**config.mk**
```make
export PLATFORM = sky130hd
export DESIGN_NAME = lstm_sequencer
export DESIGN_NICKNAME = d
export VERILOG_FILES = /design/src/hw/lstm_pkg.sv /design/src/hw/lstm_sequencer.sv
export VERILOG_INCLUDE_DIRS = /design/src /design/src/hw
export SDC_FILE = /design/constraint.sdc
export NUM_CORES = 1
export LEC_CHECK = 0
export ABC_AREA = 1
export BUFFER_PORTS_ARGS = -buffer_cell sky130_fd_sc_hd__buf_2
export CAP_MARGIN = 20
export CORE_MARGIN = 2
export CORE_UTILIZATION = 52
export CTS_CLUSTER_SIZE = 10
export DETAILED_ROUTE_END_ITERATION = 12
export PLACE_DENSITY_LB_ADDON = 0.3
export SYNTH_ARGS = -nofsm -noshare
export SYNTH_HDL_FRONTEND = slang
export SYNTH_SLANG_ARGS = --single-unit
```
**constraint.sdc**
```tcl
create_clock -name clk -period 2.55 [get_ports clk]
set_clock_uncertainty 0.1 [all_clocks]
set_input_delay 0.1275 -clock clk [delete_from_list [all_inputs] [get_ports clk]]
set_output_delay 0.1275 -clock clk [all_outputs]
set_load 0.02 [all_outputs]
```
**src/hw/lstm_config.svh**
```systemverilog
`ifndef LSTM_CONFIG_SVH
`define LSTM_CONFIG_SVH

//////////////////////////////////////////////////////////////////////
// cell dimensions
//////////////////////////////////////////////////////////////////////

`define LSTM_IN_DIM     4   // x samples per step
`define LSTM_HID_DIM    4   // hidden units
`define LSTM_TERMS      8   // in + hid terms per dot product

// weight rows then one bias row per unit
`define LSTM_ROWS       36
`define LSTM_ADDR_W     6

//////////////////////////////////////////////////////////////////////
// fixed point formats
//////////////////////////////////////////////////////////////////////

`define LSTM_DATA_FRAC  12  // Q3.12 samples
`define LSTM_W_FRAC     13  // Q2.13 weights
`define LSTM_ONE        4096

`endif

```
**src/hw/lstm_pkg.sv**
```systemverilog
`include "lstm_config.svh"

package lstm_pkg;

  // Q3.12 data word: x, h, c, bias and gate outputs
  typedef logic signed [15:0] sample_t;

  // Q2.13 kernel word
  typedef logic signed [15:0] weight_t;

  // sample times weight, 25 fraction bits, wraps mod 2^32
  typedef logic signed [31:0] acc_t;

  // saturated pre-activation, Q5.12
  typedef logic signed [17:0] preact_t;

  // four 16 bit fields, i f c o from the msb down
  typedef logic [63:0] gate_row_t;

  typedef logic [$clog2(`LSTM_HID_DIM)-1:0] unit_idx_t;  // hidden unit
  typedef logic [$clog2(`LSTM_TERMS)-1:0]   term_idx_t;  // dot product term

endpackage

```
**src/hw/lstm_sequencer.sv**
```systemverilog
`include "lstm_config.svh"

module lstm_sequencer (
  input  logic                      clk,
  input  logic                      rst_n,
  input  logic                      din_vld_i,
  input  lstm_pkg::sample_t         din_i,
  input  lstm_pkg::sample_t         h_prev_i [`LSTM_HID_DIM],
  input  logic                      commit_i,
  output logic                      busy_o,
  output logic                      term_vld_o,
  output logic                      term_first_o,
  output logic                      term_last_o,
  output lstm_pkg::sample_t         operand_o,
  output logic [`LSTM_ADDR_W-1:0]   w_addr_o,
  output lstm_pkg::unit_idx_t       unit_o
);

  localparam int IN_W = $clog2(`LSTM_IN_DIM);
  localparam int AW   = `LSTM_ADDR_W;

  lstm_pkg::sample_t   x_q [`LSTM_IN_DIM];  // current input vector
  logic [IN_W-1:0]     x_cnt;               // samples captured so far
  logic                run_q;               // terms being issued
  lstm_pkg::term_idx_t term_cnt;
  lstm_pkg::unit_idx_t unit_cnt;
  logic [IN_W-1:0]     x_sel;
  lstm_pkg::unit_idx_t h_sel;
  logic                cap;

  assign cap = din_vld_i && !busy_o;  // no capture mid step

  //////////////////////////////////////////////////////////////////////
  // input capture
  //////////////////////////////////////////////////////////////////////

  always_ff @(posedge clk)
  begin
    if (cap)
    begin
      x_q[x_cnt] <= din_i;
    end
  end

  //////////////////////////////////////////////////////////////////////
  // step control, unit and term counters
  //////////////////////////////////////////////////////////////////////

  always_ff @(posedge clk)
  begin
    if (!rst_n)
    begin
      x_cnt    <= '0;
      busy_o   <= 1'b0;
      run_q    <= 1'b0;
      term_cnt <= '0;
      unit_cnt <= '0;
    end
    else
    begin
      if (cap)
      begin
        x_cnt <= x_cnt + 1'b1;  // wraps back to 0 after last sample
        if (x_cnt == IN_W'(`LSTM_IN_DIM - 1))
        begin
          busy_o <= 1'b1;  // high from the next cycle
          run_q  <= 1'b1;
        end
      end

      if (run_q)
      begin
        if (term_cnt == lstm_pkg::term_idx_t'(`LSTM_TERMS - 1))
        begin
          term_cnt <= '0;
          unit_cnt <= unit_cnt + 1'b1;  // next unit, no bubble
          if (unit_cnt == lstm_pkg::unit_idx_t'(`LSTM_HID_DIM - 1))
          begin
            run_q <= 1'b0;  // 32 terms issued
          end
        end
        else
        begin
          term_cnt <= term_cnt + 1'b1;
        end
      end

      // pipeline drained and new h in place
      if (commit_i)
      begin
        busy_o <= 1'b0;
      end
    end
  end

  // terms 0..3 are x, terms 4..7 are previous h
  assign x_sel = term_cnt[IN_W-1:0];
  assign h_sel = lstm_pkg::unit_idx_t'(term_cnt - lstm_pkg::term_idx_t'(`LSTM_IN_DIM));

  assign operand_o = (term_cnt < lstm_pkg::term_idx_t'(`LSTM_IN_DIM)) ? x_q[x_sel]
                                                                     : h_prev_i[h_sel];

  // row j*8+k
  assign w_addr_o = AW'(unit_cnt) * AW'(`LSTM_TERMS) + AW'(term_cnt);

  assign term_vld_o   = run_q;
  assign term_first_o = run_q && (term_cnt == '0);
  assign term_last_o  = run_q && (term_cnt == lstm_pkg::term_idx_t'(`LSTM_TERMS - 1));
  assign unit_o       = unit_cnt;

endmodule

```
; Word-level counts from Yosys, hierarchy flattened
; Memory sizes are Yosys's and may differ from the RTL's. A register that Yosys moved wholly into a read port is not among the register bits.
; Index checks and enable logic that the tools add are counted.
[op_classes]
order_cmp = 2
eq_ne = 3
n_addsub = 5
mux = 14
bitwise_logic = 2
reduce_logical = 8
[ops]
columns = cell, n
row1 = 16-bit two-way mux, 3
row2 = 16-bit binary-select mux with 2-bit select, 1
row3 = 1-bit two-way mux, 7
row4 = 5-bit by 3-bit adder with 6-bit output, 1
row5 = 2-bit by 1-bit adder with 2-bit output (second input constant), 2
row6 = 2-bit equality test (second input constant), 2
row7 = 2-bit two-way mux, 2
row8 = 2-bit AND reduction, 2
row9 = 3-bit by 1-bit adder with 3-bit output (second input constant), 1
row10 = 3-bit equality test (second input constant), 1
row11 = 3-bit greater-or-equal comparator (second input constant), 1
row12 = 1-bit logical AND, 3
row13 = 3-bit zero test, 1
row14 = 3-bit less-than comparator (second input constant), 1
row15 = 3-bit two-way mux, 1
row16 = 2-bit NOT with 3-bit output, 1
row17 = 2-bit OR reduction, 1
row18 = 2-bit by 1-bit subtractor with 2-bit output (second input constant), 1
row19 = 1-bit zero test, 1
row20 = 1-bit NOT, 1
[word_totals]
regBits = 9
ram_bits = 64
out_inout_bits = 28
in_bits = 84
word_cells = 40
memories = 1
[memory_table]
columns = memory, depth, word_bits, rd, rd_ports_with_merged_regs, wr, line_no
row1 = x_q, 4, 16, 1, 1, 1, lstm_sequencer.sv:22  ; lstm_pkg::sample_t x_q [`LSTM_IN_DIM];

; Logic depth before layout (Yosys ltp)
; Gate-level depths: netlist of run 1.
[logic_depth]
depth_word = 6
ltp_mapped = 8
depth_no_buf = 7

; Worst setup path after synthesis of run 1
; OpenSTA, ideal clock, no wires.
[synth_path]
path_type = register to register
from = register busy_o
to = memory x_q[3][0] (netlist bit), enable pin
required_time_ps = 2060
setup_ps = 390
t_arrival_ps = 1323
slack_ps = 737
synth_period_minus_slack_ps = 1813
path_stages_with_launch = 4
path_buffers = 0
path_cell_list = dfxtp_1 -> inv_1 -> nand2_1 -> nor2_1
[synth_between]
elab_chain_len = 4
[synth_lines]
columns = element, line_no
row1 = from (decl), lstm_sequencer.sv:10  ; output logic busy_o,
row2 = from (signal assigned), lstm_sequencer.sv:54  ; busy_o <= 1'b0;
row3 = from (signal assigned), lstm_sequencer.sv:66  ; busy_o <= 1'b1;
row4 = from (signal assigned), lstm_sequencer.sv:91  ; busy_o <= 1'b0;
row5 = 1-bit zero test, lstm_sequencer.sv:31  ; assign cap = din_vld_i && !busy_o;
row6 = 1-bit logical AND, lstm_sequencer.sv:31
row7 = 1-bit two-way mux, lstm_sequencer.sv:39  ; if (cap)
row8 = 1-bit two-way mux (not written as such), lstm_sequencer.sv:41  ; x_q[x_cnt] <= din_i;
row9 = to (decl), lstm_sequencer.sv:22
; Every way passes these cells.

; Worst setup path after layout of run 1
[layout_path]
from = register term_cnt[1]
to = register run_q (netlist: term_vld_o)
[layout_between]
elab_chain_len = 3
[layout_lines]
columns = element, line_no
row1 = from (decl), lstm_sequencer.sv:25  ; lstm_pkg::term_idx_t term_cnt;
row2 = from (signal assigned), lstm_sequencer.sv:84  ; term_cnt <= term_cnt + 1'b1;
row3 = 3-bit equality test, lstm_sequencer.sv:73  ; if (term_cnt == lstm_pkg::term_idx_t'(`LSTM_TERMS - 1))
row4 = 1-bit two-way mux, lstm_sequencer.sv:73
row5 = 1-bit two-way mux, lstm_sequencer.sv:71  ; if (run_q)
row6 = to (signal assigned), lstm_sequencer.sv:55  ; run_q <= 1'b0;
row7 = to (signal assigned), lstm_sequencer.sv:67  ; run_q <= 1'b1;
row8 = to (signal assigned), lstm_sequencer.sv:79  ; run_q <= 1'b0;
row9 = to (decl), lstm_sequencer.sv:24  ; logic run_q;
; Every way passes these cells.
; A chain may end at the register's enable or synchronous reset.

==> impl_metrics.yaml, run 1 <==
sta:
  whs_ns: 0.396
  rsz0062_at_grt: "false"
  final.setup.worst_slack_ns: 0.486
  drv_slew: 0
  post-route-period-util_pct: 80.9
  max_freq_mhz: 485
  setup_tns_ns: 0
  finalHoldViolations: 0
  setup_violations: 0
  fin_crit_ns: 2.06
yosys:
  yosysUniqueCellTypes: 18
  yosysWarnings: 0
  ys_seq_area_share_pct: 53.6
  synth_top_cell_by_area: "edfxtp_1"
  synth-async-reset-ratio_pct: 0
  syn_nets: 566
  syn_area_per_cell_um2: 8.43
  synth-edff-count: 64
  syn_area_um2: 3990
  synth.area.top_cells: "edfxtp_1, nand2_1, nand3_1"
  yosys_register_bits: 75
  ys.flop_type: "edfxtp_1"
  synth.top_cell.area_share_pct: 48.1
  syn_inst: 474
route:
  ant_nets: 0
  viasPerCell: 4.82
  dr.first_iter.drc_count: 249
  wl_per_cell_um: 13.3
  drc: 0
  first_pass_iters: 4
  finalWirelength_um: 9380
  via_count: 3387
min_path:
  min_path_type: "reg -> reg"
worst_setup_path:
  crit_path_end_kind: "flop"
  crit_type: "reg -> reg"
  required_ns: 2.68
  crit_arrival_ns: 2.19
  cp_max_fo: 10
  cp-start-kind: "flop"
finish:
  layout-drive-gt1-share_pct: 24.5
  fill_cells: 630
  syn2layout_area_growth_pct: 22.9
  final_area_um2: 4910
  antenna_cells: 0
  finish.net_count: 691
  seq_area_um2: 2140
  multi_input_area_um2: 1320
cts:
  clk_latency_ns: 0.34
  h-tree-depth: 3
  root_buffer: "clkbuf_8"
  cts_sinks: 75
  cts_buffers: 9
  clockBufferDepth: 2
  ctsResizeCount: 0
  path_clk_slew_ns: 0.08
  cts_tree: "yes"
global_routing:
  grt_pass1_wl_um: 14800
  grt_pass1_vias: 3168
  grt-ovfl-total: 0
  grt_max_degree: 36
  grtUsageTotal_pct: 22.4
  antenna_found_initial: 0
floorplanning:
  rows: 31
  die_w_um: 91.6
  dieArea_um2: 8400
  core_um2: 7330
  pin_count: 112
  dieHeight_um: 91.6
  initial_core_util_pct: 54.5
power_and_ir_drop:
  pwr-share-clk_pct: 32.0
  p_switching_mw: 0.664
  power_mw: 2.65
  p_comb_share_pct: 15.2
  peakVddDrop_mv: 0.373
  p_sw_share_pct: 25.1
  p_seq_share_pct: 52.9
  p_leak_nw: 2.46
  p_int_mw: 1.99
  powerDensity_nw_per_um2: 540
placed_design:
  place_area_um2: 4510
  portBuffers: 110
  gp_congestion: 0.835
  dp_worst_setup_slack_ns: 1.01
  dp_hpwl_um: 6400
status:
  outcome: "complete, no violations"
run:
  maxCapViolCount: 0
flip-flops by register name (all words and copies together) (netlist names), named ones only:
signal      flops
x_q            64
term_cnt        3
unit_o          2
x_cnt           2
busy_o          1
term_vld_o      1
worst max-delay path, cell delays in order (launching register included):
cell and delay (ns):
dfxtp_1 0.54, ha_1 0.23, ha_1 0.17, nand2_1 0.10, inv_1 0.10, nand2_1 0.06, nand2_1 0.05, a21oi_1 0.04
dlygate4sd3_1 0.56
placed cells by master (no fill, tap or decap):
| cell type | n |
|---|---|
| nand2_2 | 10 |
| nand3_1 | 81 |
| dlygate4sd3_1 | 21 |
| clkbuf_8 | 9 |
| ha_1 | 8 |
| buf_2 | 110 |
| o21ai_0 | 8 |
| edfxtp_1 | 64 |
| conb_1 | 1 |
| inv_2 | 1 |
| clkbuf_1 | 1 |
| a21oi_1 | 6 |
| clkinv_1 | 1 |
| inv_1 | 74 |
| bufinv_16 | 1 |
| nor2_1 | 8 |
| dfxtp_1 | 11 |
| o211a_1 | 1 |
| buf_4 | 9 |
| inv_4 | 4 |
| clkinv_2 | 3 |
| clkinvlp_4 | 1 |
| nand2_1 | 171 |
cells in the mapped netlist (4+ instances only):
| cell | count |
|---|---|
| inv_1 | 74 |
| nand2_1 | 171 |
| dfxtp_1 | 11 |
| a21oi_1 | 6 |
| edfxtp_1 | 64 |
| ha_1 | 8 |
| buf_4 | 10 |
| buf_6 | 9 |
| o21ai_0 | 8 |
| inv_4 | 4 |
| nand2_2 | 10 |
| nand3_1 | 81 |
| buf_2 | 6 |
| nor2_1 | 8 |
power by group through the flow:
| stage | clock (mW) | combinational [mW] | sequential, mW |
|---|---|---|---|
| global placement | 0 | 0.374 | 1.43 |
| global route | 0.918 | 0.447 | 1.41 |
| finish | 0.848 | 0.402 | 1.40 |
| CTS | 0.871 | 0.402 | 1.40 |
| detailed placement | 0 | 0.376 | 1.43 |
| floorplan | 0 | 0.232 | 1.42 |
metrics by stage:
| step | std cells | utilization [%] |
|---|---|---|
| final | 703 | 67.0 |
| after detailed placement | 666 | 61.6 |
| after floorplan | 474 | - |
| after global routing | 703 | 67.0 |
| after global placement | 666 | 61.6 |
| after CTS | 703 | 67.0 |
what timing repair did:
action,in CTS,in global routing
hold buffers,21,0
buffers inserted,0,0
hold endpoints to repair,71,0
cell families (layout without fill, tap and decap cells):
group,Yosys count,after routing,share of synthesized area (%)
adder cells (fa/ha/maj),8,8,2.51
AO/OA/AOI/OAI,15,15,2.01
buffers and inverters,105,235,13.2
flip-flops,75,75,53.6
other,1,1,0.0939
AND/OR/NAND/NOR,270,270,28.5
routing by layer:
metal	vias to the layer above	track usage, %	share of wire, %
li1	1743	-	-
met1	1501	29.2	44
met5	-	0	0
met3	14	4.44	6.7
met4	0	7.83	1.3
met2	129	37.3	48
cell type report:
class,count,share of cell area [%]
Multi-Input combinational cell,294,27.0
Tap cell,99,2.52
Sequential cell,75,43.6
Clock inverter,6,1.15
Clock buffer,10,2.60
Timing Repair Buffer,140,16.9
Inverter,79,6.25
path summary, 6_finish.rpt:
| path | end | startpoint | depth (start not counted) | slack [ns] |
|---|---|---|---|---|
| setup / recovery | term_vld_o$_SDFF_PN0_ | term_cnt[1]$_SDFFE_PN0P_ | 8 | 0.49 |
| hold / removal | unit_o[0]$_SDFFE_PN0P_ | unit_o[0]$_SDFFE_PN0P_ | 2 | 0.40 |
| setup reg to reg | term_vld_o$_SDFF_PN0_ | term_cnt[1]$_SDFFE_PN0P_ | 8 | 0.49 |
| hold reg to reg | unit_o[0]$_SDFFE_PN0P_ | unit_o[0]$_SDFFE_PN0P_ | 2 | 0.40 |
Note: power is estimated with default switching activity, not from simulation.
==> run 2: changes to the inputs <==
- ABC_AREA: 1 -> 0
- CORE_UTILIZATION: 52 -> 46
- clock period: 2.55 -> 1.7 ns (I/O delays scaled with it)
==> run 2 against run 1 <==
Compared with the run above: die area is 1.4% lower; sequential power rose by 50%; routed wire length fell by 17%; global-route usage fell by 3.2 points; utilization shrank 0.74 points; largest cell class unchanged; critical path type is now reg -> out; highest routed layer unchanged; the run now ends with setup timing left; critical path depth down 3; combinational power increased by 24%; sequential share of layout area grew 0.88 points.
==> impl_metrics.yaml, run 2 <==
route:
  drc: 0
  wl_per_cell_um: 16.8
  first_pass_iters: 4
  ant_nets: 0
  dr.first_iter.drc_count: 123
  via_count: 2367
  viasPerCell: 5.12
  finalWirelength_um: 7770
cts:
  cts_tree: "yes"
  cts_sinks: 75
  clk_latency_ns: 0.33
  h-tree-depth: 3
  cts_buffers: 9
  root_buffer: "clkbuf_8"
  clockBufferDepth: 2
  path_clk_slew_ns: 0.07
min_path:
  min_path_type: "in -> reg"
placed_design:
  place_area_um2: 4230
  portBuffers: 110
  dp_worst_setup_slack_ns: 0.0353
  dp_hpwl_um: 5270
  placedCellCount: 421
  gp_congestion: 0.740
power_and_ir_drop:
  p_leak_nw: 1.83
  p_sw_share_pct: 21.5
  pwr-share-clk_pct: 35.5
  p_int_mw: 3.16
  peakVddDrop_mv: 0.489
  power_mw: 4.03
  p_seq_share_pct: 52.1
  p_switching_mw: 0.868
  powerDensity_nw_per_um2: 835
  p_comb_share_pct: 12.4
yosys:
  synth_mux_area_share_pct: 20.9
  yosysUniqueCellTypes: 26
  synth-adder-area-share_pct: 2.88
  synth.area.top_cells: "edfxtp_1, mux2i_1, mux4_2"
  syn_area_um2: 3480
  yosysWarnings: 0
  syn_nets: 306
  ys.flop_type: "edfxtp_1"
  synth_most_common_cell: "edfxtp_1"
  synth-edff-count: 64
  synth-simple-area-share_pct: 6.07
  syn_inst: 214
  synth-async-reset-ratio_pct: 0
  synth_top_family_by_area: "multiplexers"
  synth_top_cell_by_area: "edfxtp_1"
  ys_seq_area_share_pct: 61.5
  synth.top_cell.area_share_pct: 55.2
  syn_area_per_cell_um2: 16.3
  synth_xor_area_share_pct: 0.503
  synth-compound-area-share_pct: 4.67
  yosys_register_bits: 75
  synthTopCellsByCount: "edfxtp_1, mux2i_1, o221ai_1"
global_routing:
  antenna_found_initial: 0
  grt_pass1_vias: 2332
  grt_pass1_wl_um: 12000
  grtUsageTotal_pct: 19.2
  grt-ovfl-total: 0
  grt_max_degree: 23
finish:
  layout_commonest_cell: "buf_2"
  max_flop_register: "x_q"
  reg_top3: "x_q: 64 flops, term_cnt: 3 flops"
  syn2layout_area_growth_pct: 38.7
  final_area_um2: 4830
  layout-drive-gt1-share_pct: 49.3
  final_util_pct: 66.2
  final_cell_mix: "buf_2, edfxtp_1, mux2i_1, dlygate4sd3_1, buf_4"
  instances_no_fill: 462
  largest_reg_flops: 64
  antenna_cells: 0
  finish.net_count: 450
sta:
  setup_violations: 18
  final.setup.worst_slack_ns: -0.219
  finalHoldViolations: 0
  drv_slew: 0
  fin_crit_ns: 1.92
  max_freq_mhz: 521
  post-route-period-util_pct: 113
  rsz0062_at_grt: "true"
floorplanning:
  dieArea_um2: 8280
  initial_core_util_pct: 47.7
  rows: 31
  core_um2: 7290
  dieHeight_um: 91.0
  die_w_um: 91.0
  pin_count: 112
worst_setup_path:
  crit_type: "reg -> out"
  cp_max_fo: 6
  crit_path_end_kind: "output pin"
  required_ns: 1.51
  cp-start-kind: "flop"
  crit_arrival_ns: 1.73
status:
  outcome: "finished with violations"
  violations: "setup timing"
run:
  maxCapViolCount: 0
## run 2: metrics by stage
step | setup TNS [ns] | hold slack [ns]
after floorplan | 0 | 0.0611
after global placement | 0 | 0.145
after detailed placement | 0 | 0.149
after CTS | -3.51 | 0.210
after global routing | -4.44 | 0.262
final | -3.01 | 0.234
## run 2: logic make-up (layout without fill, tap and decap cells)
kind of cell | after synthesis | in the layout
flops | 75 | 75
mux | 52 | 52
simple gates | 38 | 38
compound gates | 19 | 19
buf+inv | 19 | 168
fa+ha+maj | 8 | 8
xor+xnor | 2 | 2
other cells | 1 | 1
## run 2: power groups by stage
stage / clock (mW) / combinational [mW] / sequential (mW)
after CTS: 1.47 / 0.493 / 2.10
after floorplan: 0 / 0.215 / 2.14
after global placement: 0 / 0.418 / 2.14
after detailed placement: 0 / 0.425 / 2.14
final: 1.43 / 0.500 / 2.10
after global routing: 1.54 / 0.540 / 2.11
## run 2: area by class of cell
cell class | count | area, um^2
well taps | 99 | 124
fillers | 544 | 2460
flip-flops and latches | 75 | 2150
inverters | 5 | 18.8
clock inverters | 7 | 92.6
repair buffers | 147 | 1040
clock buffers | 9 | 124
multi-input cells | 120 | 1280
## run 2: critical path, cell delays in order, from the launching register on
cell and delay (ns):
dfxtp_4 0.37, buf_8 0.13, mux4_2 0.52, nand2b_1 0.10, o221ai_1 0.10, buf_2 0.18
## run 2: final timing paths
path                                          startpoint                     end  slack, ns  cells past startpoint
worst min register to register    unit_o[1]$_SDFFE_PN0P_  unit_o[1]$_SDFFE_PN0P_       0.43                      2
worst max-delay path                                flop            operand_o[4]      -0.22                      5
worst max register to register  term_cnt[0]$_SDFFE_PN0P_  unit_o[0]$_SDFFE_PN0P_       0.15                      6
worst min-delay path                           din_vld_i   x_cnt[1]$_SDFFE_PN0N_       0.23                      4
## run 2: repair_timing
action	in CTS	in global routing
endpoints found under the hold margin	75	0
setup endpoints to repair	18	18
hold buffers	19	0
gates resized for setup	25	17
cloned	2	0
buffers inserted	2	3
pin swaps	6	1
## run 2: routing by layer
| layer | vias up | part of all wire (%) | track usage (%) |
|---|---|---|---|
| met5 | - | 0 | 0 |
| met4 | 0 | 1.6 | 7.20 |
| met3 | 9 | 8.6 | 6.22 |
| met2 | 108 | 51 | 32.8 |
| met1 | 1121 | 39 | 22.6 |
| li1 | 1129 | - | - |
==> run 3: changes to the inputs <==
--- a/constraint.sdc
+++ b/constraint.sdc
@@ -4,2 +4,2 @@
 set_output_delay 0.085 -clock clk [all_outputs]
-set_load 0.02 [all_outputs]
+set_load 0.05 [all_outputs]
==> run 3 against run 2 <==
Compared with the run above: the run still ends with setup timing left; worst setup slack got worse by 0.034 ns; global-route usage increased by 0.64 points; total power increased by 10%; routed wire length increased by 6.3%; count of clock-buffer cells in the layout increased by 2; register-to-register slack got worse by 0.12 ns; combinational power increased by 44%; flip-flop and latch count unchanged; critical path depth unchanged; utilization increased by 7.3 points; non-clock buffer count increased by 5.
==> impl_metrics.yaml, run 3 (same netlist as run 2, synthesis figures left out) <==
status:
  outcome: "finished with violations"
  violations: "setup timing"
worst_setup_path:
  crit_type: "reg -> out"
  slowest_stage: "mux4_2"
  cpPeakStageDelay_ns: 0.54
  crit_arrival_ns: 1.77
  crit_path_end_kind: "output pin"
  rrSetupSlack_ns: 0.03
  path_cells: "buf_12 > mux4_2 > nand2b_4 > o221ai_4 > buf_6"
  required_ns: 1.51
  cp_max_fo: 6
  crit_buf_inv: 2
  crit_family: "multiplexers"
  cp-start-kind: "flop"
finish:
  reg_top3: "x_q: 64 flops, term_cnt: 3 flops"
  layout-drive-gt1-share_pct: 61.1
  syn2layout_area_growth_pct: 54.1
  antenna_cells: 0
  layout_commonest_cell: "buf_2"
  final_cell_mix: "buf_2, edfxtp_1, buf_6, mux2i_1, dlygate4sd3_1"
  final_util_pct: 73.6
  finish.net_count: 455
  largest_reg_flops: 64
  fill_cells: 456
  max_flop_register: "x_q"
global_routing:
  grt-ovfl-total: 0
  grt_max_degree: 23
  antenna_found_initial: 0
  grt_pass1_wl_um: 12600
  grt_pass1_vias: 2437
  grtUsageTotal_pct: 19.8
sta:
  final.setup.worst_slack_ns: -0.254
  post-route-period-util_pct: 115
  rsz0062_at_grt: "true"
  fin_crit_ns: 1.95
  finalHoldViolations: 0
  drv_slew: 0
  setup_violations: 17
  max_freq_mhz: 512
route:
  first_pass_iters: 4
  via_count: 2405
  finalWirelength_um: 8260
  viasPerCell: 5.15
  drc: 0
  ant_nets: 0
  wl_per_cell_um: 17.7
  dr.first_iter.drc_count: 155
cts:
  h-tree-depth: 3
  path_clk_slew_ns: 0.08
  clockBufferDepth: 2
  cts_sinks: 75
  cts_buffers: 9
  cts_tree: "yes"
  root_buffer: "clkbuf_8"
  clk_latency_ns: 0.34
floorplanning:
  pin_count: 112
  rows: 31
  dieArea_um2: 8280
  dieHeight_um: 91.0
  die_w_um: 91.0
  initial_core_util_pct: 47.7
  core_um2: 7290
power_and_ir_drop:
  powerDensity_nw_per_um2: 827
  peakVddDrop_mv: 0.578
  p_leak_nw: 1.99
  power_mw: 4.44
run:
  maxCapViolCount: 0
placed_design:
  portBuffers: 110
  gp_congestion: 0.741
  dp_hpwl_um: 5490
min_path:
  min_path_type: "in -> reg"
==> run 3: cell types whose count changed in the layout (fill, tap and decap cells not counted), sizes merged <==
cell	before	now
bufinv	2	3
buf	127	133
clkinvlp	3	0
bufbuf	1	0
clkbuf	9	11
==> run 3: final timing paths <==
kind,start,end,cells after the start
setup / recovery,flop,operand_o[4],5
hold / removal,din_vld_i,x_cnt[1]$_SDFFE_PN0N_,4
setup reg to reg,term_cnt[0]$_SDFFE_PN0P_,unit_o[0]$_SDFFE_PN0P_,9
hold reg to reg,unit_o[1]$_SDFFE_PN0P_,unit_o[1]$_SDFFE_PN0P_,2
==> run 3: report_power, final <==
part	switching, mW	internal [mW]
registers	0.0281	2.08
logic	0.376	0.345
clock network	0.604	1.01
==> run 3: final cells by class <==
cell class	count	area (um^2)	area share (%)
Sequential cell	75	2150	40.2
Multi-Input combinational cell	120	1660	31.0
Timing Repair Buffer	152	1160	21.7
Clock buffer	11	141	2.64
Tap cell	99	124	2.31
Clock inverter	5	100	1.87
Inverter	5	18.8	0.350
==> run 3: through the flow <==
stage / setup WS (ns) / setup TNS, ns / cell area (um^2) / cells / hold WS [ns]
6_report: -0.254 / -3.80 / 5360 / 467 / 0.200
3_3_place_gp: 0.0103 / 0 / 4460 / 421 / 0.150
5_1_grt: -0.311 / -4.89 / 5360 / 467 / 0.221
4_1_cts: -0.280 / -3.92 / 5120 / 460 / 0.195
3_5_place_dp: -0.0184 / -0.0228 / 4460 / 421 / 0.151
2_1_floorplan: 0.0460 / 0 / 3720 / 214 / 0.0611
==> run 3: worst min-delay path: stages <==
cell,delay [ns]
buf_2,0.10
nor2b_1,0.19
mux2i_1,0.16
nor2b_1,0.06
==> run 3: metal layers <==
layer	track usage, %	vias up	part of all wire (%)
li1	-	1136	-
met1	25.8	1140	41
met2	32.2	110	50
met3	5.31	19	7.2
met4	7.20	0	2.4
met5	0	-	0
==> run 3: repair_timing <==
action | 4_1_cts | 5_1_grt
endpoints found under the hold margin | 70 | 0
hold buffers | 19 | 0
gates resized for setup | 60 | 38
pin swaps | 6 | 2
endpoints found under the setup margin | 18 | 18
cloned | 1 | 0
buffers inserted | 3 | 7
